==> src/procPkg.sv <==
`default_nettype none

package procPkg;

    localparam int dataW = 16;

    // Stores to this address go to the output port, not to data memory
    localparam logic [dataW-1:0] ioAddr = 16'hFF00;

    typedef enum logic [4:0] {
        opHalt  = 5'b00000,
        opNop   = 5'b00001,
        opJ     = 5'b00100,
        opJr    = 5'b00101,
        opJal   = 5'b00110,
        opAddi  = 5'b01000,
        opSubi  = 5'b01001,
        opXori  = 5'b01010,
        opAndni = 5'b01011,
        opBeqz  = 5'b01100,
        opBnez  = 5'b01101,
        opBltz  = 5'b01110,
        opBgez  = 5'b01111,
        opSt    = 5'b10000,
        opLd    = 5'b10001,
        opSlbi  = 5'b10010,
        opLbi   = 5'b11000,
        opShift = 5'b11010,
        opAlu   = 5'b11011,
        opSeq   = 5'b11100,
        opSlt   = 5'b11101
    } opcodeT;

    typedef enum logic [3:0] {
        aluAdd, aluSub, aluXor, aluAndn,
        aluSll, aluSrl, aluRol, aluRor,
        aluSeq, aluSlt, aluPassB, aluLbiShift
    } aluOpT;

    // Destination field: I-format 1 uses [7:5], R-format [4:2], I-format 2 [10:8]
    typedef enum logic [1:0] {dstI1, dstR, dstRs, dstR7} regDstT;
    typedef enum logic [1:0] {wbAlu, wbMem, wbLink} wbSelT;
    typedef enum logic [1:0] {imm5, imm8, imm11} immSelT;

    typedef struct packed {
        regDstT regDst;
        logic   regWrite;
        logic   aluSrc;
        logic   memRead;
        logic   memWrite;
        wbSelT  wbSel;
        logic   branch;
        logic   jump;
        logic   jumpReg;
        logic   halt;
        immSelT immSel;
        logic   zeroExt;
    } ctrlT;

endpackage

`default_nettype wire

==> src/decode.sv <==
`timescale 1ns/10ps
`default_nettype none

module decode (
    input  logic                      clk,
    input  logic                      rst,
    input  logic [procPkg::dataW-1:0] instr,
    input  procPkg::ctrlT             ctrl,
    input  logic [procPkg::dataW-1:0] aluRes,
    input  logic [procPkg::dataW-1:0] memData,
    input  logic [procPkg::dataW-1:0] pcNext,
    output logic [procPkg::dataW-1:0] readData1,
    output logic [procPkg::dataW-1:0] readData2,
    output logic [procPkg::dataW-1:0] immVal
);
    import procPkg::*;

    logic [dataW-1:0] regs [8];
    logic [2:0]       rsIdx;
    logic [2:0]       rtIdx;
    logic [2:0]       dstIdx;
    logic [dataW-1:0] wbData;

    assign rsIdx = instr[10:8];
    assign rtIdx = instr[7:5];

    always_comb begin
        case (ctrl.regDst)
            dstI1:   dstIdx = instr[7:5];
            dstR:    dstIdx = instr[4:2];
            dstRs:   dstIdx = instr[10:8];
            default: dstIdx = 3'd7;
        endcase
    end

    always_comb begin
        case (ctrl.wbSel)
            wbMem:   wbData = memData;
            wbLink:  wbData = pcNext;
            default: wbData = aluRes;
        endcase
    end

    always_ff @(posedge clk) begin
        if (rst) begin
            for (int i = 0; i < 8; i++) begin
                regs[i] <= '0;
            end
        end else if (ctrl.regWrite) begin
            regs[dstIdx] <= wbData;
        end
    end

    assign readData1 = regs[rsIdx];
    assign readData2 = regs[rtIdx];

    always_comb begin
        case (ctrl.immSel)
            imm5:    immVal = ctrl.zeroExt ? {11'b0, instr[4:0]} : {{11{instr[4]}}, instr[4:0]};
            imm8:    immVal = ctrl.zeroExt ? {8'b0, instr[7:0]} : {{8{instr[7]}}, instr[7:0]};
            default: immVal = {{5{instr[10]}}, instr[10:0]};
        endcase
    end

endmodule

`default_nettype wire

==> config.mk <==
export PLATFORM = sky130hd
export DESIGN_NAME = decode
export DESIGN_NICKNAME = d
export VERILOG_FILES = /design/src/procPkg.sv /design/src/decode.sv
export SDC_FILE = /design/constraint.sdc
export NUM_CORES = 1
export LEC_CHECK = 0
export BUFFER_PORTS_ARGS = -buffer_cell sky130_fd_sc_hd__buf_4
export CAP_MARGIN = 10
export CORE_MARGIN = 1
export CORE_UTILIZATION = 56
export DETAILED_ROUTE_END_ITERATION = 6
export PLACE_DENSITY = 0.9
export SLEW_MARGIN = 20
export SYNTH_ARGS = -nofsm -noshare
export SYNTH_HDL_FRONTEND = slang
export SYNTH_SLANG_ARGS = --single-unit
==> constraint.sdc <==
create_clock -name clk -period 2.2 [get_ports clk]
set_input_delay 0 -clock clk [delete_from_list [all_inputs] [get_ports clk]]
set_output_delay 0 -clock clk [all_outputs]
set_load 0.02 [all_outputs]
==> results.md, run 1 <==
- Post-synthesis register bit count: 128
- Final Wtd Congestion: 0.812
- Sequential fraction of the synthesis area: 54.7%
- End of the critical path: readData1[6]
- Largest reg by FF count: regs
- Clock sinks: 128
- Fin crit share: 82.1%
- Area of the multi-input gates: 0.00293 mm^2
- Synth cell types: 25
- Worst Hold Depth: 0
- First-pass GRT wire length: 29.2 mm
- Biggest regs: regs (128)
- Status: finished clean
- DRC violation count after routing: 0
- Num CTS Buffers: 17
- RSZ-0062 raised after global routing: no
- Die X: 114 um
- Resized cells post-CTS: 0
- Fin. Hold Viols: 0
- Syn nets: 581
- Power Density: 797 mW/mm^2
- Hold-fix buffers, CTS: 0
- Mapped Area: 0.00703 mm^2
- Leading cell type in the layout, fill and taps excluded: nor2_1
- Routed vias: 5189
- Required time worst endpoint: 2200 ps
- Via-to-Cell Ratio: 6.54
- Minimum clock period: 1810 ps
- Worst Setup SP: regs[2][6]$_SDFFCE_PN0P_
- Port Buffers: 112
- CTS tree: built
- Fmax: 553 MHz
- Actual slew at the worst max-slew pin: 758 ps
- Commonest cells after routing, fill and taps aside: nor2_1, buf_4, edfxtp_1
- DR pass1 iterations: 5
- Max Slew Vio Count: 0
- Layout Area Growth over Synthesis: 23.5%
- Setup TNS Final: 0 ps
- P_leak: 3.20 nW
- Worst IR Drop VDD: 435 uV
- Max-Cap Viols: 0
- Worst rel slew slack: 49.5%
- Initial antenna violation count: 0
- Routed len/inst: 24.8 um
- Total Wirelength: 19.7 mm
- Layout Nets: 697
- CTS Buffer Depth: 2
- Syn Area/Cell: 14.1 um^2
- FP Rows: 40
- H-tree levels: 4
- Util after Layout: 71.6%
- CP Class: reg -> out
- Antenna viol nets, final: 0
- Critical path's slowest cell: mux4_2
- Worst endpoint data arrival time: 1810 ps
- Post-CTS Setup Bufs: 0
- Worst Hold Class: in -> out
- Yosys warns: 0
- Share of layout cells above drive strength 1: 44.9%
- DRT iter0 DRCs: 502
- I/O Pins: 129
- Layout fillers: 769
- Crit end category: output pin
- Syn Inst Count: 498
- Initial Util: 58.0%
- Max reg flops: 128
- Crit-path cells: mux4_2 > mux2_2 > buf_4
- Clock-pin transition on the worst setup and hold timing paths: 50 ps
- Sequential standard cell area: 0.00384 mm^2
- Ant diodes: 0
- Crit path largest cell delay: 520 ps
- Area of the core: 0.0121 mm^2
- Die height: 114 um
- Vias in the first global route: 5379
- CP Max Fanout: 2
- Largest net degree at the start of global routing: 36
- Crit path launch type: flip-flop
- Gr usage total: 32.0%
- Final setup viols: 0
- Die footprint: 0.0130 mm^2
- Clock Tree Root: clkbuf_16
- Grt ovf: 0
- Detailed Place HPWL: 12.1 mm
stage by stage:
step	setup WS [ps]	instance area, um^2	power [mW]	hold slack [ps]	std cells
global route	313	8680	7.08	0.0358	794
finish	393	8680	6.91	0.00887	794
CTS	390	8680	6.91	0.236	794
floorplan	180	7030	3.77	113	498
detailed placement	380	8120	4.28	0.236	763
global placement	429	8120	4.22	0.236	763
layer usage:
metal  up-vias  track usage (%)  share of wire, %
li1       2159                -                 -
met1      2492             37.1                32
met2       451             55.0                52
met3        87             6.64                11
met4         0             19.7               4.5
met5         -                0                 0
Yosys cell counts:
| master | count | share of area [%] |
|---|---|---|
| clkbuf_1 | 13 | 0.69 |
| buf_4 | 11 | 1.2 |
| inv_1 | 2 | 0.11 |
| o21ai_0 | 3 | 0.21 |
| nand4_1 | 2 | 0.18 |
| a22oi_1 | 16 | 1.7 |
| buf_2 | 17 | 1.2 |
| buf_6 | 2 | 0.32 |
| edfxtp_1 | 128 | 55 |
| mux2i_1 | 1 | 0.14 |
| buf_1 | 3 | 0.16 |
| nand2b_2 | 1 | 0.12 |
| nor2b_1 | 1 | 0.089 |
| or3_1 | 1 | 0.089 |
| nand4_2 | 6 | 1.1 |
| o22ai_2 | 3 | 0.53 |
| o22a_1 | 3 | 0.37 |
| nand2_1 | 15 | 0.80 |
| ha_1 | 2 | 0.36 |
| mux4_2 | 64 | 21 |
| o21bai_1 | 8 | 0.85 |
| mux2_2 | 35 | 5.6 |
| nor2_1 | 144 | 7.7 |
| or4b_2 | 1 | 0.14 |
| a21oi_1 | 16 | 1.1 |
area by class of cell:
type	instances	area share (%)
tap	168	2.42
clock inverter	11	1.36
sequential	128	44.3
clock buffer	20	5.03
multi-input combinational	322	33.7
inverter	2	0.0865
timing repair buffer	143	13.1
where the power goes:
part           internal, mW  total (mW)  leakage, nW  switching (mW)
Combinational         0.612        1.29         1.71           0.675
Sequential             2.88        2.98         1.24           0.106
Clock                  1.65        2.64        0.258           0.996
worst max-delay path: cells and delay by family, from the launching register on:
| kind | cells | cell delay (ps) |
|---|---|---|
| mux | 2 | 810 |
| flops | 1 | 430 |
| buf+inv | 1 | 160 |
cells by family after synthesis:
family	count (synthesis)	synth area share, %
AO/OA/AOI/OAI	49	4.83
buffers and inverters	48	3.67
flip-flops	128	54.7
adder cells (fa/ha/maj)	2	0.356
multiplexers	100	26.3
AND/OR/NAND/NOR	171	10.2
how the worst min path moves through the flow:
stage	from	end	slack, ps
final	instr[0]	immVal[0]	0.009
after CTS	instr[0]	immVal[0]	0.2
after global placement	instr[0]	immVal[0]	0.2
after floorplan	instr[0]	immVal[0]	110
after detailed placement	instr[0]	immVal[0]	0.2
after global routing	instr[0]	immVal[0]	0.04
(Power assumes the default switching activity.)
==> run 2: changes to the inputs <==
==> constraint.sdc (replaced) <==
create_clock -name clk -period 1.85 [get_ports clk]
set_input_delay 0 -clock clk [delete_from_list [all_inputs] [get_ports clk]]
set_output_delay 0 -clock clk [all_outputs]
set_load 0.02 [all_outputs]
==> run 2 against run 1 <==
Against the previous run: sequential power increased by 19%; critical path type unchanged; sequential share of layout area is 0.77 points lower; via count increased by 3.3%; cell count up 1.8%; critical path depth did not move; count of clock-buffer cells in the layout is 2 lower; non-clock buffer count increased by 13.
==> results.md, run 2 (synthesis results as in run 1) <==
- Post-CTS Setup Bufs: 0 (unchanged)
- Status: finished clean (unchanged)
- End of the critical path: readData2[14] (was readData1[6])
- FP Rows: 40 (unchanged)
- Fin. Hold Viols: 0 (unchanged)
- CP Class: reg -> out (unchanged)
- Final Wtd Congestion: 0.844 (was 0.812)
- Clock-pin transition on the worst setup and hold timing paths: 60 ps (was 50 ps)
- Gr usage total: 34.0% (was 32.0%)
- First-pass GRT wire length: 31.4 mm (was 29.2 mm)
- Routed len/inst: 25.7 um (was 24.8 um)
- P_leak: 3.30 nW (was 3.20 nW)
- Max-Cap Viols: 0 (unchanged)
- Area of the core: 0.0121 mm^2 (unchanged)
- Worst Setup SP: regs[3][14]$_SDFFCE_PN0P_ (was regs[2][6]$_SDFFCE_PN0P_)
- Final std cell area, no fill: 0.00883 mm^2 (was 0.00868 mm^2)
- Power Density: 980 mW/mm^2 (was 797 mW/mm^2)
- Worst IR Drop VDD: 755 uV (was 435 uV)
- Share of layout cells above drive strength 1: 46.6% (was 44.9%)
- Worst rel slew slack: 55.6% (was 49.5%)
- Largest net degree at the start of global routing: 34 (was 36)
- Leading cell type in the layout, fill and taps excluded: buf_4 (was nor2_1)
- Die footprint: 0.0130 mm^2 (unchanged)
- Required time worst endpoint: 1850 ps (was 2200 ps)
- DR pass1 iterations: 5 (unchanged)
- Util after Layout: 72.9% (was 71.6%)
- Layout Area Growth over Synthesis: 25.7% (was 23.5%)
- Worst Hold Depth: 0 (unchanged)
- DRT iter0 DRCs: 506 (was 502)
- Fmax: 549 MHz
- Actual slew at the worst max-slew pin: 666 ps (was 758 ps)
- Die height: 114 um (unchanged)
- Layout Nets: 710 (was 697)
- I/O Pins: 129 (unchanged)
- Antenna viol nets, final: 0 (unchanged)
- Grt ovf: 0 (unchanged)
- CTS tree: built (unchanged)
- DRC violation count after routing: 0 (unchanged)
- Clock sinks: 128 (unchanged)
- Total Wirelength: 20.7 mm (was 19.7 mm)
- Minimum clock period: 1820 ps
- RSZ-0062 raised after global routing: no (unchanged)
- Routed vias: 5358 (was 5189)
- Via-to-Cell Ratio: 6.63 (was 6.54)
- Worst endpoint data arrival time: 1820 ps (was 1810 ps)
- Die X: 114 um (unchanged)
- Resized cells post-CTS: 0 (unchanged)
- Fin crit share: 98.5%
- Commonest cells after routing, fill and taps aside: buf_4, nor2_1, edfxtp_1 (was nor2_1, buf_4, edfxtp_1)
- CTS Buffer Depth: 2 (unchanged)
- Biggest regs: regs (128) (unchanged)
- Detailed Place HPWL: 12.9 mm (was 12.1 mm)
- Ant diodes: 0 (unchanged)
- H-tree levels: 4 (unchanged)
- Crit end category: output pin (unchanged)
- Final setup viols: 0 (unchanged)
- Worst Hold Class: in -> out (unchanged)
- Initial antenna violation count: 0 (unchanged)
- Final Non-Filler Cells: 808 (was 794)
- Max reg flops: 128 (unchanged)
- Inst Count DP: 776 (was 763)
- Layout fillers: 731 (was 769)
- Placed cell area: 0.00820 mm^2 (was 0.00812 mm^2)
- Max Slew Vio Count: 0 (unchanged)
- Port Buffers: 112 (unchanged)
- Largest reg by FF count: regs (unchanged)
- Initial Util: 58.0% (unchanged)
- Crit path launch type: flip-flop (unchanged)
- CP Max Fanout: 2 (unchanged)
- Num CTS Buffers: 17 (unchanged)
- Hold-fix buffers, CTS: 0 (unchanged)
- Vias in the first global route: 5699 (was 5379)
- Clock Tree Root: clkbuf_16 (unchanged)
-- run 2: worst min-delay path by stage --
stage | from | endpoint | slack, ps
after global routing | instr[0] | immVal[0] | 0.03
after floorplan | instr[0] | immVal[0] | 110
after CTS | instr[0] | immVal[0] | 0.2
after detailed placement | instr[0] | immVal[0] | 0.2
final | instr[0] | immVal[0] | 0.008
after global placement | instr[0] | immVal[0] | 0.2
-- run 2: cell type report --
class	count	area, um^2	area share [%]
Clock buffer	18	429	4.86
Clock inverter	14	189	2.14
Inverter	2	7.51	0.0850
Multi-Input combinational cell	322	2950	33.4
Sequential cell	128	3840	43.5
Tap cell	168	210	2.38
Timing Repair Buffer	156	1200	13.6
-- run 2: critical path, stage by stage (launching register included) --
cell	delay (ps)
edfxtp_1	430
mux4_2	540
mux2_4	310
buf_6	130
-- run 2: metrics by stage --
step / power, mW / setup slack (ps) / TNS, ps / hold slack (ps)
2_1_floorplan: 4.48 / -170 / -10700 / 113
3_3_place_gp: 5.04 / 173 / 0 / 0.236
3_5_place_dp: 5.13 / 46.2 / 0 / 0.236
4_1_cts: 8.62 / 9.30 / 0 / 0.236
5_1_grt: 8.84 / 12.7 / 0 / 0.0294
6_report: 8.65 / 28.1 / 0 / 0.00778
-- run 2: metal layers --
layer	routed length [um]	GRT usage [%]	vias to the layer above
li1	-	-	2182
met1	6720	37.4	2661
met2	10900	58.4	407
met3	1960	7.92	108
met4	1150	23.6	0
met5	0	0	-
-- run 2: where the power goes --
part	leakage, nW	switching [mW]	internal (mW)	total (mW)
logic	1.78	0.827	0.758	1.59
registers	1.24	0.127	3.42	3.55
clock network	0.290	1.27	2.25	3.52
total	3.30	2.22	6.43	8.65
==> run 3: changes to the inputs <==
--- a/config.mk
+++ b/config.mk
@@ -5,11 +5,11 @@
 export SDC_FILE = /design/constraint.sdc
 export NUM_CORES = 1
 export LEC_CHECK = 0
-export BUFFER_PORTS_ARGS = -buffer_cell sky130_fd_sc_hd__buf_4
 export CAP_MARGIN = 10
-export CORE_MARGIN = 1
-export CORE_UTILIZATION = 56
+export CORE_MARGIN = 2
+export CORE_UTILIZATION = 64
 export DETAILED_ROUTE_END_ITERATION = 6
+export DONT_BUFFER_PORTS = 1
 export PLACE_DENSITY = 0.9
 export SLEW_MARGIN = 20
 export SYNTH_ARGS = -nofsm -noshare
==> run 3 against run 2 <==
Against the previous run: power decreased by 5.5%; setup slack better by 15 ps; count of clock-buffer cells in the layout down 1; utilization rose by 2.6 points; cell count down 15%; sequential cell count is the same; fmax increased by 0.81%; sequential share of layout area is 3.7 points higher; worst hold slack about the same; combinational power down 25%; routed wire length shrank 10%; via count is 9.7% lower; critical endpoint is now readData2[11]; largest power group unchanged.
==> results.md, run 3 (synthesis results as in run 1) <==
- H-tree levels: 4 (unchanged)
- I/O Pins: 129 (unchanged)
- Crit path largest cell delay: 510 ps (was 540 ps)
- Fin. Hold Viols: 0 (unchanged)
- Antenna viol nets, final: 0 (unchanged)
- Routed len/inst: 27.1 um (was 25.7 um)
- Minimum clock period: 1810 ps (was 1820 ps)
- CTS Buffer Depth: 2 (unchanged)
- Worst Hold Depth: 0 (unchanged)
- Min Hold Slack: 0.00881 ps (was 0.00778 ps)
- Layout Nets: 620 (was 710)
- Worst IR Drop VDD: 682 uV (was 755 uV)
- Largest reg by FF count: regs (unchanged)
- Die footprint: 0.0118 mm^2 (was 0.0130 mm^2)
- RSZ-0062 raised after global routing: no (unchanged)
- Die height: 109 um (was 114 um)
- Required time worst endpoint: 1850 ps (about the same)
- Top delay family on crit path: multiplexers (unchanged)
- Power Density: 1000 mW/mm^2 (was 980 mW/mm^2)
- Clock-pin transition on the worst setup and hold timing paths: 60 ps (about the same)
- Initial Util: 65.1% (was 58.0%)
- Largest net degree at the start of global routing: 36 (was 34)
- Actual slew at the worst max-slew pin: 610 ps (was 666 ps)
- CP Class: reg -> out (unchanged)
- Max-Cap Viols: 0 (unchanged)
- Share of layout cells above drive strength 1: 33.7% (was 46.6%)
- CP Max Fanout: 2 (unchanged)
- Routed vias: 4837 (was 5358)
- DRC violation count after routing: 0 (unchanged)
- First-pass GRT wire length: 27.7 mm (was 31.4 mm)
- Max Slew Vio Count: 0 (unchanged)
- CP Buf/Inv Count: 0 (was 1)
- Final Non-Filler Cells: 689 (was 808)
- DRT iter0 DRCs: 551 (was 506)
- Fin crit share: 97.7% (was 98.5%)
- Die X: 109 um (was 114 um)
- Inst Count DP: 632 (was 776)
- Leading cell type in the layout, fill and taps excluded: nor2_1 (was buf_4)
- Resized cells post-CTS: 0 (unchanged)
- DR pass1 iterations: 5 (unchanged)
- Util after Layout: 75.5% (was 72.9%)
- Vias in the first global route: 4989 (was 5699)
- Clock sinks: 128 (unchanged)
- Sequential standard cell area: 0.00384 mm^2 (unchanged)
- CTS tree: built (unchanged)
- Setup TNS Final: 0 ps (unchanged)
- Num CTS Buffers: 17 (unchanged)
- Crit path launch type: flip-flop (unchanged)
- P_leak: 2.82 nW (was 3.30 nW)
- Worst Hold Class: in -> out (unchanged)
- Worst rel slew slack: 59.3% (was 55.6%)
- Area of the multi-input gates: 0.00294 mm^2 (was 0.00295 mm^2)
- Area of the core: 0.0108 mm^2 (was 0.0121 mm^2)
- Final setup viols: 0 (unchanged)
- Via-to-Cell Ratio: 7.02 (was 6.63)
- Final Wtd Congestion: 0.786 (was 0.844)
- FP Rows: 38 (was 40)
- Fmax: 553 MHz (was 549 MHz)
- Crit-path cells: mux4_2 > mux2_2 (was mux4_2 > mux2_4 > buf_6)
- Total power: 8.18 mW (was 8.65 mW)
- Grt ovf: 0 (unchanged)
- Worst endpoint data arrival time: 1810 ps (was 1820 ps)
- Initial antenna violation count: 0 (unchanged)
- Layout Area Growth over Synthesis: 15.9% (was 25.7%)
- Layout fillers: 622 (was 731)
- Biggest regs: regs (128) (unchanged)
- Status: finished clean (unchanged)
- Ant diodes: 0 (unchanged)
- Max reg flops: 128 (unchanged)
- Commonest cells after routing, fill and taps aside: nor2_1, edfxtp_1, mux4_2 (was buf_4, nor2_1, edfxtp_1)
- Port Buffers: 0 (was 112)
- Clock Tree Root: clkbuf_8 (was clkbuf_16)
- Critical path's slowest cell: mux4_2 (unchanged)
- CP Depth: 2 (was 3)
- Gr usage total: 33.4% (was 34.0%)
- Total Wirelength: 18.6 mm (was 20.7 mm)
- Detailed Place HPWL: 10.7 mm (was 12.9 mm)
- Crit end category: output pin (unchanged)
run 3: cell types whose count changed in the layout (fill, tap and decap cells not counted), sizes merged:
| cell | before | now |
|---|---|---|
| clkbuf | 18 | 17 |
| inv | 4 | 2 |
| clkinv | 5 | 7 |
| dlygate4sd3 | 0 | 26 |
| buf | 156 | 40 |
run 3: area by class of cell:
type | instances | share of cell area (%)
inverters | 2 | 0.0922
clock inverters | 14 | 2.37
flip-flops and latches | 128 | 47.2
clock buffers | 17 | 5.08
well taps | 140 | 2.15
multi-input cells | 322 | 36.1
repair buffers | 66 | 7.03
run 3: what timing repair did:
| action | 4_1_cts | 5_1_grt |
|---|---|---|
| setup endpoints to repair | 0 | 0 |
| hold buffers | 26 | 0 |
| setup buffers | 0 | 0 |
| hold endpoints to repair | 255 | 0 |
run 3: path summary, 6_finish.rpt:
kind,slack (ps),end,startpoint
hold / removal,0.009,immVal[0],instr[0]
setup / recovery,40,readData2[11],regs[7][11]$_SDFFCE_PN0P_
run 3: power by group:
part           switching (mW)  internal [mW]
registers               0.114           3.42
clock network            1.27           2.18
logic                   0.636          0.562
run 3: metal layers:
metal,wire [um],part of all wire [%],vias up,track usage (%)
met3,1910,10,78,6.46
met5,0,0,-,0
met4,881,4.7,0,18.4
met1,6140,33,2377,39.8
met2,9710,52,387,57.6
li1,-,-,1995,-
run 3: per-stage QoR:
stage               setup slack, ps  instance area, um^2
finish                         42.9                 8150
global route                   32.5                 8150
CTS                            39.2                 8150
detailed placement              207                 7280
global placement                248                 7280
floorplan                      -170                 7040
