===== src/procPkg.sv =====
`default_nettype none

package procPkg;

    localparam int dataW = 16;

    // Stores to this address go to the output port, not to data memory
    localparam logic [dataW-1:0] ioAddr = 16'hFF00;

    typedef enum logic [4:0] {
        opHalt  = 5'b00000,
        opNop   = 5'b00001,
        opJ     = 5'b00100,
        opJr    = 5'b00101,
        opJal   = 5'b00110,
        opAddi  = 5'b01000,
        opSubi  = 5'b01001,
        opXori  = 5'b01010,
        opAndni = 5'b01011,
        opBeqz  = 5'b01100,
        opBnez  = 5'b01101,
        opBltz  = 5'b01110,
        opBgez  = 5'b01111,
        opSt    = 5'b10000,
        opLd    = 5'b10001,
        opSlbi  = 5'b10010,
        opLbi   = 5'b11000,
        opShift = 5'b11010,
        opAlu   = 5'b11011,
        opSeq   = 5'b11100,
        opSlt   = 5'b11101
    } opcodeT;

    typedef enum logic [3:0] {
        aluAdd, aluSub, aluXor, aluAndn,
        aluSll, aluSrl, aluRol, aluRor,
        aluSeq, aluSlt, aluPassB, aluLbiShift
    } aluOpT;

    // Destination field: I-format 1 uses [7:5], R-format [4:2], I-format 2 [10:8]
    typedef enum logic [1:0] {dstI1, dstR, dstRs, dstR7} regDstT;
    typedef enum logic [1:0] {wbAlu, wbMem, wbLink} wbSelT;
    typedef enum logic [1:0] {imm5, imm8, imm11} immSelT;

    typedef struct packed {
        regDstT regDst;
        logic   regWrite;
        logic   aluSrc;
        logic   memRead;
        logic   memWrite;
        wbSelT  wbSel;
        logic   branch;
        logic   jump;
        logic   jumpReg;
        logic   halt;
        immSelT immSel;
        logic   zeroExt;
    } ctrlT;

endpackage

`default_nettype wire


===== src/control.sv =====
`timescale 1ns/10ps
`default_nettype none

module control (
    input  procPkg::opcodeT opcode,
    output procPkg::ctrlT   ctrl,
    output logic            err
);
    import procPkg::*;

    always_comb begin
        ctrl = '0;
        err  = 1'b0;
        case (opcode)
            opHalt: begin
                ctrl.halt = 1'b1;
            end
            // Bundle stays all zero
            opNop: ;
            opAddi, opSubi, opXori, opAndni: begin
                ctrl.regWrite = 1'b1;
                ctrl.aluSrc   = 1'b1;
                ctrl.regDst   = dstI1;
                ctrl.immSel   = imm5;
                // Logic immediates are zero extended
                ctrl.zeroExt  = (opcode == opXori) || (opcode == opAndni);
            end
            opAlu, opShift, opSeq, opSlt: begin
                ctrl.regWrite = 1'b1;
                ctrl.regDst   = dstR;
            end
            opSt: begin
                ctrl.memWrite = 1'b1;
                ctrl.aluSrc   = 1'b1;
                ctrl.immSel   = imm5;
            end
            opLd: begin
                ctrl.memRead  = 1'b1;
                ctrl.regWrite = 1'b1;
                ctrl.aluSrc   = 1'b1;
                ctrl.regDst   = dstI1;
                ctrl.wbSel    = wbMem;
                ctrl.immSel   = imm5;
            end
            opLbi, opSlbi: begin
                ctrl.regWrite = 1'b1;
                ctrl.aluSrc   = 1'b1;
                ctrl.regDst   = dstRs;
                ctrl.immSel   = imm8;
                ctrl.zeroExt  = (opcode == opSlbi);
            end
            opBeqz, opBnez, opBltz, opBgez: begin
                ctrl.branch = 1'b1;
                ctrl.immSel = imm8;
            end
            opJ: begin
                ctrl.jump   = 1'b1;
                ctrl.immSel = imm11;
            end
            opJal: begin
                ctrl.jump     = 1'b1;
                ctrl.immSel   = imm11;
                ctrl.regWrite = 1'b1;
                ctrl.regDst   = dstR7;
                ctrl.wbSel    = wbLink;
            end
            opJr: begin
                ctrl.jumpReg = 1'b1;
                ctrl.immSel  = imm8;
            end
            default: begin
                // Unknown opcode, nothing gets written
                err = 1'b1;
            end
        endcase
    end

endmodule

`default_nettype wire


===== config.mk =====
export PLATFORM = sky130hd
export DESIGN_NAME = control
export DESIGN_NICKNAME = d
export VERILOG_FILES = /design/src/procPkg.sv /design/src/control.sv
export SDC_FILE = /design/constraint.sdc
export NUM_CORES = 1
export LEC_CHECK = 0
export ABC_AREA = 1
export BUFFER_PORTS_ARGS = -buffer_cell sky130_fd_sc_hd__clkbuf_2
export CAP_MARGIN = 20
export CORE_AREA = 10 10 47 49
export DETAILED_ROUTE_END_ITERATION = 12
export DIE_AREA = 0 0 57 59
export GPL_TIMING_DRIVEN = 0
export SYNTH_ARGS = -nofsm -noshare
export SYNTH_HDL_FRONTEND = slang
export SYNTH_SLANG_ARGS = --single-unit

===== constraint.sdc =====
create_clock -name vclk -period 1.8
set_input_delay 0.36 -clock vclk [all_inputs]
set_output_delay 0.36 -clock vclk [all_outputs]
set_load 0.02 [all_outputs]

==> summary.txt, run 1 <==
Max transition margin: 79.9%
Leakage dissipation: 0.314 nW
Type of origin of the critical path: primary input
Worst setup path category: in2out
Worst endpoint required time: 1.44 ns
Post-Synthesis Cell Area: 305 um2
Starting density of the core: 21.8%
Share of post-route cells with drive strength above 1: 46.4%
Global routing usage summed across all routing layers: 5.19%
Pwr dens: 242 nW/um2
Number of buffers and inverters on the critical path: 2
Sum of net half-perimeters after detailed placement: 857 um
Status: complete, no violations
Largest net degree at the start of global routing: 11
Post-CTS Resized: 0
First DRT Iteration DRCs: 2
Time the final worst path needs with I/O delays and setup: 1.64 ns
Final-report max-slew violation count: 0
Crit path capture type: primary output
Gate family responsible for the most delay along the worst path: simple AND/OR/NAND/NOR gates
Cell count after synthesis: 63
Worst supply voltage drop on vdd: 0.0000804 V
Number of setup violations in the final report: 0
Via count of the first global-routing pass: 398
Net count after synthesis: 68
Number of distinct standard cells referenced by the synthesized netlist: 11
Chain of cells forming the critical path: clkbuf_2 -> nor2_1 -> nand3_2 -> nand2_2 -> nor2_2 -> nand3_2 -> clkbuf_2
Total wirelength of the detailed-routed design: 949 um
Via count of the routed design: 418
Wire per inst: 9.49 um
Number of antenna violations at the first check in global routing: 0
Critical path data arrival time: 1.28 ns
DIE HEIGHT: 59 um
Transition time of the tightest slew-check pin: 0.300 ns
Cell Count, Final, Fillers Out: 100
Slowest cell on crit path: sky130_fd_sc_hd__nor2_1
Global placer's final weighted congestion: 0.872
Highest cell delay on the worst timing path: 0.28 ns
Maximum frequency from static timing analysis: 0.609 GHz
# diodes: 0
Vias per inst: 4.18
Quantity of I/O buffers inserted on ports: 21
Final period util: 91.2%
Final-stage net count: 91
Number of top-level design ports: 21
Growth of design area from synthesis to finish: 41.0%
Overall power consumption: 0.104 mW
Clock buffer instance count of the final layout: 0
Unrepaired setup endpoints after global routing: false
Number of nets still failing antenna checks after routing: 0
Post-CTS setup-driven buffer insertion count: 0
Worst slack, placed: 0.163 ns
Hold Fails Final Rpt: 0
Combined flip-flop and latch cell area: 0 um2
Count of TritonRoute iterations in the first routing pass: 4
Reported max-cap violation count: 0
Die width: 57 um
Number of buffers added to fix hold violations after cts: 0
Row cnt: 14
Core region area: 1400 um2
Maximum fanout encountered on the critical timing path: 6
# placed instances: 100
Worst min-delay path class: in2out
Proportion of synthesized chip area in sequential cells: 0%
Synth warn: 0
Mean area per synthesized cell: 4.85 um2
Total grt overflow: 0
Wire length of the first global-routing pass: 1.59 mm
Sequential cell count: 0
Die Outline Area: 3360 um2
Worst-case setup margin in the final layout: 0.159 ns
DRC violation count after routing: 0
Sum of negative setup slack: 0 ns
==> cells in the mapped netlist <==
| cell type | n | area share [%] |
|---|---|---|
| sky130_fd_sc_hd__inv_1 | 9 | 11 |
| sky130_fd_sc_hd__nor2_1 | 13 | 16 |
| sky130_fd_sc_hd__nand3_2 | 5 | 16 |
| sky130_fd_sc_hd__buf_6 | 1 | 3.7 |
| sky130_fd_sc_hd__nand3_1 | 5 | 8.2 |
| sky130_fd_sc_hd__nand2_2 | 2 | 4.1 |
| sky130_fd_sc_hd__inv_2 | 5 | 6.1 |
| sky130_fd_sc_hd__o21ai_0 | 1 | 1.6 |
| sky130_fd_sc_hd__nor2_4 | 1 | 3.7 |
| sky130_fd_sc_hd__nand2_1 | 17 | 21 |
| sky130_fd_sc_hd__nor2_2 | 4 | 8.2 |
==> area by class of cell <==
| type | count | area, um2 |
|---|---|---|
| multi-input combinational | 48 | 241 |
| fill | 174 | 971 |
| inverter | 14 | 52.6 |
| tap | 16 | 20.0 |
| timing repair buffer | 21 | 105 |
| buffer | 1 | 11.3 |
==> path summary, 6_finish.rpt <==
kind / from / to / slack, ns / cells past startpoint
setup / recovery: opcode[2] / ctrl[12] / 0.16 / 7
hold / removal: opcode[4] / ctrl[4] / 1.13 / 5
==> cells in the final DEF, fill, tap and decap left out <==
master,n
sky130_fd_sc_hd__nor2_1,13
sky130_fd_sc_hd__clkbuf_2,21
sky130_fd_sc_hd__inv_1,9
sky130_fd_sc_hd__nor2_4,1
sky130_fd_sc_hd__nand3_2,5
sky130_fd_sc_hd__nor2_2,4
sky130_fd_sc_hd__nand2_1,17
sky130_fd_sc_hd__buf_6,1
sky130_fd_sc_hd__inv_2,5
sky130_fd_sc_hd__nand2_2,2
sky130_fd_sc_hd__nand3_1,5
sky130_fd_sc_hd__o21ai_0,1
==> metrics by stage <==
step	util, %	hold WS, ns	instance area, um2
floorplan	-	0.875	305
global placement	30.7	1.13	430
detailed placement	30.7	1.13	430
CTS	30.7	1.13	430
global route	30.7	1.18	430
finish	30.7	1.13	430
==> routing by layer <==
metal	up-vias	GRT usage [%]	share of wire, %
met5	-	0	0
met4	0	0	0
met3	0	2.36	12
met2	14	9.30	45
met1	175	5.83	43
li1	229	-	-
==> power breakdown <==
part | switching, mW | internal, mW | leakage, nW
clock network | 0 | 0 | 0
logic | 0.0700 | 0.0340 | 0.314
registers | 0 | 0 | 0
==> cells by family after synthesis <==
kind of cell	count (synthesis)	share of synthesized area [%]
buffers and inverters	15	20.9
AND/OR/NAND/NOR	47	77.5
AO/OA/AOI/OAI	1	1.64
No activity file was read; power rests on OpenSTA's default activity.
==> run 2, diff against run 1 <==
--- a/config.mk
+++ b/config.mk
@@ -5,7 +5,7 @@
 export SDC_FILE = /design/constraint.sdc
 export NUM_CORES = 1
 export LEC_CHECK = 0
-export ABC_AREA = 1
+export ABC_AREA = 0
 export BUFFER_PORTS_ARGS = -buffer_cell sky130_fd_sc_hd__clkbuf_2
 export CAP_MARGIN = 20
 export CORE_AREA = 10 10 47 49
==> run 2 against run 1 <==
  * Critical path type unchanged
  * Combinational power increased by 6%
  * Highest routed layer unchanged
  * Cell count decreased by 14%
  * Global-route usage increased by 0.89 points
  * Synthesized cell count decreased by 17%
  * Routed wire length increased by 15%
  * Worst setup slack got worse by 0.020 ns
  * Count of clock-buffer cells in the layout unchanged
  * Sequential share of layout area unchanged
  * First-iteration DRC count increased to 3.5 times the previous value
==> summary.txt, run 2 <==
# diodes: 0 (unchanged)
Global routing usage summed across all routing layers: 6.08% (was 5.19%)
Worst setup path category: in2out (unchanged)
Largest family of logic cells by synthesized area: simple AND/OR/NAND/NOR gates (unchanged)
Type of origin of the critical path: primary input (unchanged)
Maximum frequency from static timing analysis: 0.602 GHz (was 0.609 GHz)
Number of buffers and inverters on the critical path: 3 (was 2)
CP startpoint: opcode[0] (was opcode[2])
DRC violation count after routing: 0 (unchanged)
Largest net degree at the start of global routing: 11 (unchanged)
Number of fill cells: 164 (was 174)
Sequential cell count: 0 (unchanged)
Worst-case setup margin in the final layout: 0.140 ns (was 0.159 ns)
Capturing instance or port of the critical path: ctrl[3] (was ctrl[12])
Worst endpoint required time: 1.44 ns (about the same)
Row cnt: 14 (unchanged)
Placed Instance Area: 464 um2 (was 430 um2)
Post-Synthesis Cell Area: 354 um2 (was 305 um2)
Time the final worst path needs with I/O delays and setup: 1.66 ns (was 1.64 ns)
Starting density of the core: 25.3% (was 21.8%)
Final-stage net count: 77 (was 91)
Synthesized-area fraction occupied by xor and xnor cells: 2.47% (was 0%)
Via count of the routed design: 438 (was 418)
CP Depth: 5 (was 7)
Number of antenna violations at the first check in global routing: 0 (unchanged)
Number of nets still failing antenna checks after routing: 0 (unchanged)
Worst slack, placed: 0.126 ns (was 0.163 ns)
Number of setup violations in the final report: 0 (unchanged)
Most common library cell in the layout ignoring fill and taps: sky130_fd_sc_hd__clkbuf_2 (unchanged)
Number of distinct standard cells referenced by the synthesized netlist: 26 (was 11)
Gate family responsible for the most delay along the worst path: simple AND/OR/NAND/NOR gates (unchanged)
Unrepaired setup endpoints after global routing: false (unchanged)
Share of post-route cells with drive strength above 1: 42.9% (was 46.4%)
Proportion of synthesized chip area in sequential cells: 0% (unchanged)
Most frequent cells after synthesis: sky130_fd_sc_hd__buf_2 (6), sky130_fd_sc_hd__o21ai_0 (6), sky130_fd_sc_hd__a21oi_1 (4), sky130_fd_sc_hd__nor2b_1 (4) (was sky130_fd_sc_hd__nand2_1 (17), sky130_fd_sc_hd__nor2_1 (13), sky130_fd_sc_hd__inv_1 (9))
Highest cell delay on the worst timing path: 0.31 ns (was 0.28 ns)
Worst min-delay path class: in2out (unchanged)
Pwr dens: 237 nW/um2 (was 242 nW/um2)
Vias per inst: 5.09 (was 4.18)
Clock buffer instance count of the final layout: 0 (unchanged)
Via count of the first global-routing pass: 420 (was 398)
Number of top-level design ports: 21 (unchanged)
Multiplexer share of the synthesized area: 2.83% (was 0%)
Slowest cell on crit path: sky130_fd_sc_hd__nor4_1 (was sky130_fd_sc_hd__nor2_1)
Overall power consumption: 0.110 mW (was 0.104 mW)
Commonest non-fill, non-tap cells in the layout: sky130_fd_sc_hd__clkbuf_2 (18), sky130_fd_sc_hd__buf_2 (6), sky130_fd_sc_hd__o21ai_0 (6) (was sky130_fd_sc_hd__clkbuf_2 (21), sky130_fd_sc_hd__nand2_1 (17), sky130_fd_sc_hd__nor2_1 (13))
Wire per inst: 12.7 um (was 9.49 um)
Area fraction of the dominant cell type after synthesis: 8.48% (was 20.9%)
Status: complete, no violations (unchanged)
Core region area: 1400 um2 (unchanged)
Transition time of the tightest slew-check pin: 0.270 ns (was 0.300 ns)
Number of buffers added to fix hold violations after cts: 0 (unchanged)
Global placer's final weighted congestion: 0.786 (was 0.872)
Compound-gate portion of the synthesized area: 23.0% (was 1.64%)
Reported max-cap violation count: 0 (unchanged)
Cell Count, Final, Fillers Out: 86 (was 100)
Die Outline Area: 3360 um2 (unchanged)
Hold Fails Final Rpt: 0 (unchanged)
Combined flip-flop and latch cell area: 0 um2 (unchanged)
Cell types with the largest area share after synthesis: sky130_fd_sc_hd__buf_2 (8.5%), sky130_fd_sc_hd__o21ai_0 (8.5%), sky130_fd_sc_hd__and4bb_2 (7.1%) (was sky130_fd_sc_hd__nand2_1 (21%), sky130_fd_sc_hd__nand3_2 (16%), sky130_fd_sc_hd__nor2_1 (16%))
Total non-filler cell area in the finished layout: 464 um2 (was 430 um2)
Total grt overflow: 0 (unchanged)
Sum of negative setup slack: 0 ns (unchanged)
Fraction of the mapped netlist area in adder cells: 0% (unchanged)
Mean area per synthesized cell: 6.81 um2 (was 4.85 um2)
Growth of design area from synthesis to finish: 31.1% (was 41.0%)
Synth Area in Simple Gates: 55.8% (was 77.5%)
Library cell occupying the most area in the post-synthesis netlist: sky130_fd_sc_hd__buf_2 (was sky130_fd_sc_hd__nand2_1)
Critical path data arrival time: 1.30 ns (was 1.28 ns)
Sum of net half-perimeters after detailed placement: 864 um (was 857 um)
Total wirelength of the detailed-routed design: 1.09 mm (was 949 um)
Die width: 57 um (unchanged)
Chain of cells forming the critical path: clkbuf_2 -> buf_2 -> nor4_1 -> nor2b_1 -> clkbuf_2 (was clkbuf_2 -> nor2_1 -> nand3_2 -> nand2_2 -> nor2_2 -> nand3_2 -> clkbuf_2)
# placed instances: 86 (was 100)
CP dominant cell by count: sky130_fd_sc_hd__clkbuf_2
Final-report max-slew violation count: 0 (unchanged)
DIE HEIGHT: 59 um (unchanged)
Maximum fanout encountered on the critical timing path: 10 (was 6)
Cell count after synthesis: 52 (was 63)
Post-CTS Resized: 0 (unchanged)
Leakage dissipation: 0.225 nW (was 0.314 nW)
Wire length of the first global-routing pass: 1.80 mm (was 1.59 mm)
Net count after synthesis: 57 (was 68)
Post-CTS setup-driven buffer insertion count: 0 (unchanged)
Count of TritonRoute iterations in the first routing pass: 4 (unchanged)
First DRT Iteration DRCs: 7 (was 2)
Quantity of I/O buffers inserted on ports: 18 (was 21)
Worst supply voltage drop on vdd: 0.0000793 V (was 0.0000804 V)
Synth warn: 0 (unchanged)
Max transition margin: 81.8% (was 79.9%)
Crit path capture type: primary output (unchanged)
Final period util: 92.2% (was 91.2%)
-- run 2: changes by cell type after synthesis, moves of 3 or more --
cell / previous run / this run
sky130_fd_sc_hd__nand3b_1: 0 / 3
sky130_fd_sc_hd__nor2_2: 4 / 0
sky130_fd_sc_hd__nor2b_1: 0 / 4
sky130_fd_sc_hd__inv_1: 9 / 1
sky130_fd_sc_hd__nand3_2: 5 / 0
sky130_fd_sc_hd__buf_2: 0 / 6
sky130_fd_sc_hd__o21ai_0: 1 / 6
sky130_fd_sc_hd__nand2_1: 17 / 3
sky130_fd_sc_hd__a21oi_1: 0 / 4
sky130_fd_sc_hd__inv_2: 5 / 0
sky130_fd_sc_hd__nand3_1: 5 / 2
sky130_fd_sc_hd__nor4_1: 0 / 3
sky130_fd_sc_hd__nor2_1: 13 / 2
-- run 2: report_power, final --
| part | leakage, nW | internal (mW) | switching, mW |
|---|---|---|---|
| Clock | 0 | 0 | 0 |
| Sequential | 0 | 0 | 0 |
| Combinational | 0.225 | 0.0420 | 0.0679 |
-- run 2: worst min path at each step --
stage | from | end | slack (ns) | cells after the start
floorplan | opcode[0] | ctrl[5] | 0.76 | 1
global placement | opcode[3] | ctrl[5] | 1.04 | 3
detailed placement | opcode[3] | ctrl[5] | 1.04 | 3
CTS | opcode[3] | ctrl[5] | 1.04 | 3
global route | opcode[3] | ctrl[5] | 1.06 | 3
finish | opcode[3] | ctrl[5] | 1.04 | 3
-- run 2: layout make-up --
type                            instances  area (um2)  area share [%]
Buffer                                  8        52.6            11.3
Inverter                                1        3.75           0.809
Multi-Input combinational cell         43         298            64.2
Tap cell                               16        20.0            4.31
Timing Repair Buffer                   18        90.1            19.4
-- run 2: cells by family (layout without fill, tap and decap cells) --
family,after synthesis,in the layout
xor gates and xnor gates,1,1
and+or+nand+nor,27,27
muxes,1,1
buffers and inverters,9,27
AOI/OAI and AO/OA,14,14
-- run 2: through the flow --
| stage | utilization, % | hold slack (ns) |
|---|---|---|
| 3_5_place_dp | 33.1 | 1.04 |
| 3_3_place_gp | 33.1 | 1.04 |
| 6_report | 33.1 | 1.04 |
| 2_1_floorplan | - | 0.761 |
| 5_1_grt | 33.1 | 1.06 |
| 4_1_cts | 33.1 | 1.04 |
-- run 2: routing by layer --
layer / track usage, % / vias up / part of all wire [%]
li1: - / 229 / -
met1: 8.02 / 191 / 52
met2: 9.77 / 18 / 39
met3: 2.15 / 0 / 8.7
met4: 0 / 0 / 0
met5: 0 / - / 0
-- run 2: worst min-delay path, delay by kind of cell --
| kind | cells | cell delay, ns |
|---|---|---|
| buffers and inverters | 2 | 0.26 |
| and+or+nand+nor | 1 | 0.06 |
==> run 3, diff against run 2 <==
--- a/config.mk
+++ b/config.mk
@@ -8,10 +8,11 @@
 export ABC_AREA = 0
 export BUFFER_PORTS_ARGS = -buffer_cell sky130_fd_sc_hd__clkbuf_2
 export CAP_MARGIN = 20
-export CORE_AREA = 10 10 47 49
+export CORE_AREA = 4 4 41 43
 export DETAILED_ROUTE_END_ITERATION = 12
-export DIE_AREA = 0 0 57 59
+export DIE_AREA = 0 0 45 47
 export GPL_TIMING_DRIVEN = 0
+export SLEW_MARGIN = 20
 export SYNTH_ARGS = -nofsm -noshare
 export SYNTH_HDL_FRONTEND = slang
 export SYNTH_SLANG_ARGS = --single-unit
==> run 3 against run 2 <==
  * Power shrank 1.5%
  * Worst setup slack worse by 0.024 ns
  * Utilization is 2.5 points higher
  * Cell count is 1.2% lower
  * Critical endpoint unchanged
  * Largest cell class unchanged
  * Largest power group unchanged
==> summary.txt, run 3 (synthesized netlist as in run 2, its figures left out) <==
Status: complete, no violations (unchanged)
DIE HEIGHT: 47 um (was 59 um)
Clock buffer instance count of the final layout: 0 (unchanged)
Worst setup path category: in2out (unchanged)
Combinational Power Share: 100.0% (about the same)
Final worst hold slack: 1.03 ns (was 1.04 ns)
First DRT Iteration DRCs: 5 (was 7)
Gate family responsible for the most delay along the worst path: simple AND/OR/NAND/NOR gates (unchanged)
Post-CTS Resized: 0 (unchanged)
Part of the power in the clock network: 0% (about the same)
Total grt overflow: 0 (unchanged)
Wire length of the first global-routing pass: 1.55 mm (was 1.80 mm)
Quantity of I/O buffers inserted on ports: 18 (unchanged)
Count of TritonRoute iterations in the first routing pass: 4 (unchanged)
Chain of cells forming the critical path: clkbuf_2 -> buf_2 -> nor4_1 -> nor2b_1 -> clkbuf_2 (unchanged)
Final-stage net count: 77 (unchanged)
Number of buffers and inverters on the critical path: 3 (unchanged)
Beginning of the worst hold path: opcode[3] (unchanged)
CP dominant cell by count: sky130_fd_sc_hd__clkbuf_2 (unchanged)
Area occupied by multi-input gates: 298 um2 (unchanged)
Starting density of the core: 27.2% (was 25.3%)
Final period util: 93.6% (was 92.2%)
Switching pwr: 0.0663 mW (was 0.0679 mW)
Maximum frequency from static timing analysis: 0.594 GHz (was 0.602 GHz)
Critical path data arrival time: 1.32 ns (was 1.30 ns)
Hold Fails Final Rpt: 0 (unchanged)
Unrepaired setup endpoints after global routing: false (unchanged)
Post-CTS setup-driven buffer insertion count: 0 (unchanged)
Final-report max-slew violation count: 0 (unchanged)
Number of nets still failing antenna checks after routing: 0 (unchanged)
Share of post-route cells with drive strength above 1: 42.9% (unchanged)
Crit path capture type: primary output (unchanged)
Transition time of the tightest slew-check pin: 0.294 ns (was 0.270 ns)
Leakage dissipation: 0.225 nW (unchanged)
Maximum fanout encountered on the critical timing path: 10 (unchanged)
Overall power consumption: 0.108 mW (was 0.110 mW)
# placed instances: 85 (was 86)
Sum of negative setup slack: 0 ns (unchanged)
Core region area: 1300 um2 (was 1400 um2)
Total wirelength of the detailed-routed design: 934 um (was 1.09 mm)
Sum of net half-perimeters after detailed placement: 718 um (was 864 um)
DRC violation count after routing: 0 (unchanged)
Via count of the routed design: 433 (was 438)
Number of cells on the worst hold path: 3 (unchanged)
Vias per inst: 5.09 (about the same)
Largest net degree at the start of global routing: 11 (unchanged)
Commonest non-fill, non-tap cells in the layout: sky130_fd_sc_hd__clkbuf_2 (18), sky130_fd_sc_hd__buf_2 (6), sky130_fd_sc_hd__o21ai_0 (6) (unchanged)
Number of buffers added to fix hold violations after cts: 0 (unchanged)
Wire per inst: 11.0 um (was 12.7 um)
Die width: 45 um (was 57 um)
Hold worst-path end: ctrl[5] (unchanged)
Growth of design area from synthesis to finish: 30.7% (was 31.1%)
Sequential power share: 0% (about the same)
Sequential cell count: 0 (unchanged)
Number of setup violations in the final report: 0 (unchanged)
Global placer's final weighted congestion: 0.760 (was 0.786)
# diodes: 0 (unchanged)
Die Outline Area: 2120 um2 (was 3360 um2)
Cell Count, Final, Fillers Out: 85 (was 86)
Pwr dens: 234 nW/um2 (was 237 nW/um2)
Worst min-delay path class: in2out (unchanged)
Proportion of total power due to net switching: 61.2% (was 61.8%)
Time the final worst path needs with I/O delays and setup: 1.68 ns (was 1.66 ns)
Type of origin of the critical path: primary input (unchanged)
Row cnt: 13 (was 14)
Worst endpoint required time: 1.44 ns (about the same)
Number of fill cells: 150 (was 164)
Global routing usage summed across all routing layers: 9.05% (was 6.08%)
Via count of the first global-routing pass: 355 (was 420)
Reported max-cap violation count: 0 (unchanged)
Number of antenna violations at the first check in global routing: 0 (unchanged)
Highest cell delay on the worst timing path: 0.33 ns (was 0.31 ns)
Worst supply voltage drop on vdd: 0.0000948 V (was 0.0000793 V)
Placed Instance Area: 463 um2 (was 464 um2)
Combined flip-flop and latch cell area: 0 um2 (unchanged)
Most common library cell in the layout ignoring fill and taps: sky130_fd_sc_hd__clkbuf_2 (unchanged)
Max transition margin: 80.2% (was 81.8%)
Number of top-level design ports: 21 (unchanged)
Internal power summed over all cells: 0.0420 mW (about the same)
Slowest cell on crit path: sky130_fd_sc_hd__nor4_1 (unchanged)
Total non-filler cell area in the finished layout: 463 um2 (was 464 um2)
[run 3: cell counts in the layout (fill, tap and decap cells not counted)]
No cell type changed its count.
[run 3: power groups by stage]
stage | Sequential, mW | Clock (mW) | Combinational, mW
2_1_floorplan | 0 | 0 | 0.0802
3_3_place_gp | 0 | 0 | 0.109
3_5_place_dp | 0 | 0 | 0.109
4_1_cts | 0 | 0 | 0.109
5_1_grt | 0 | 0 | 0.119
6_report | 0 | 0 | 0.108
[run 3: worst max path at each step]
stage          startpoint  endpoint  cells after the start
4_1_cts         opcode[0]   ctrl[3]                      5
5_1_grt         opcode[0]   ctrl[3]                      5
6_report        opcode[0]   ctrl[3]                      5
3_3_place_gp    opcode[0]   ctrl[3]                      5
3_5_place_dp    opcode[0]   ctrl[3]                      5
2_1_floorplan   opcode[4]   ctrl[2]                      3
[run 3: final cells by class]
class,count,share of cell area [%]
multi-input combinational,43,64.3
timing repair buffer,18,19.5
buffer,8,11.4
tap,15,4.05
inverter,1,0.811
[run 3: per-stage QoR]
stage,worst slack [ns],util (%)
2_1_floorplan,0.0237,-
3_3_place_gp,0.154,35.6
3_5_place_dp,0.127,35.6
4_1_cts,0.122,35.6
5_1_grt,0.0205,35.6
6_report,0.116,35.6
[run 3: metal layers]
metal | track usage [%] | vias up | part of all wire [%]
met3 | 0.383 | 0 | 6.7
li1 | - | 228 | -
met5 | 0 | - | 0
met1 | 14.2 | 190 | 51
met4 | 0 | 0 | 0
met2 | 14.4 | 15 | 43
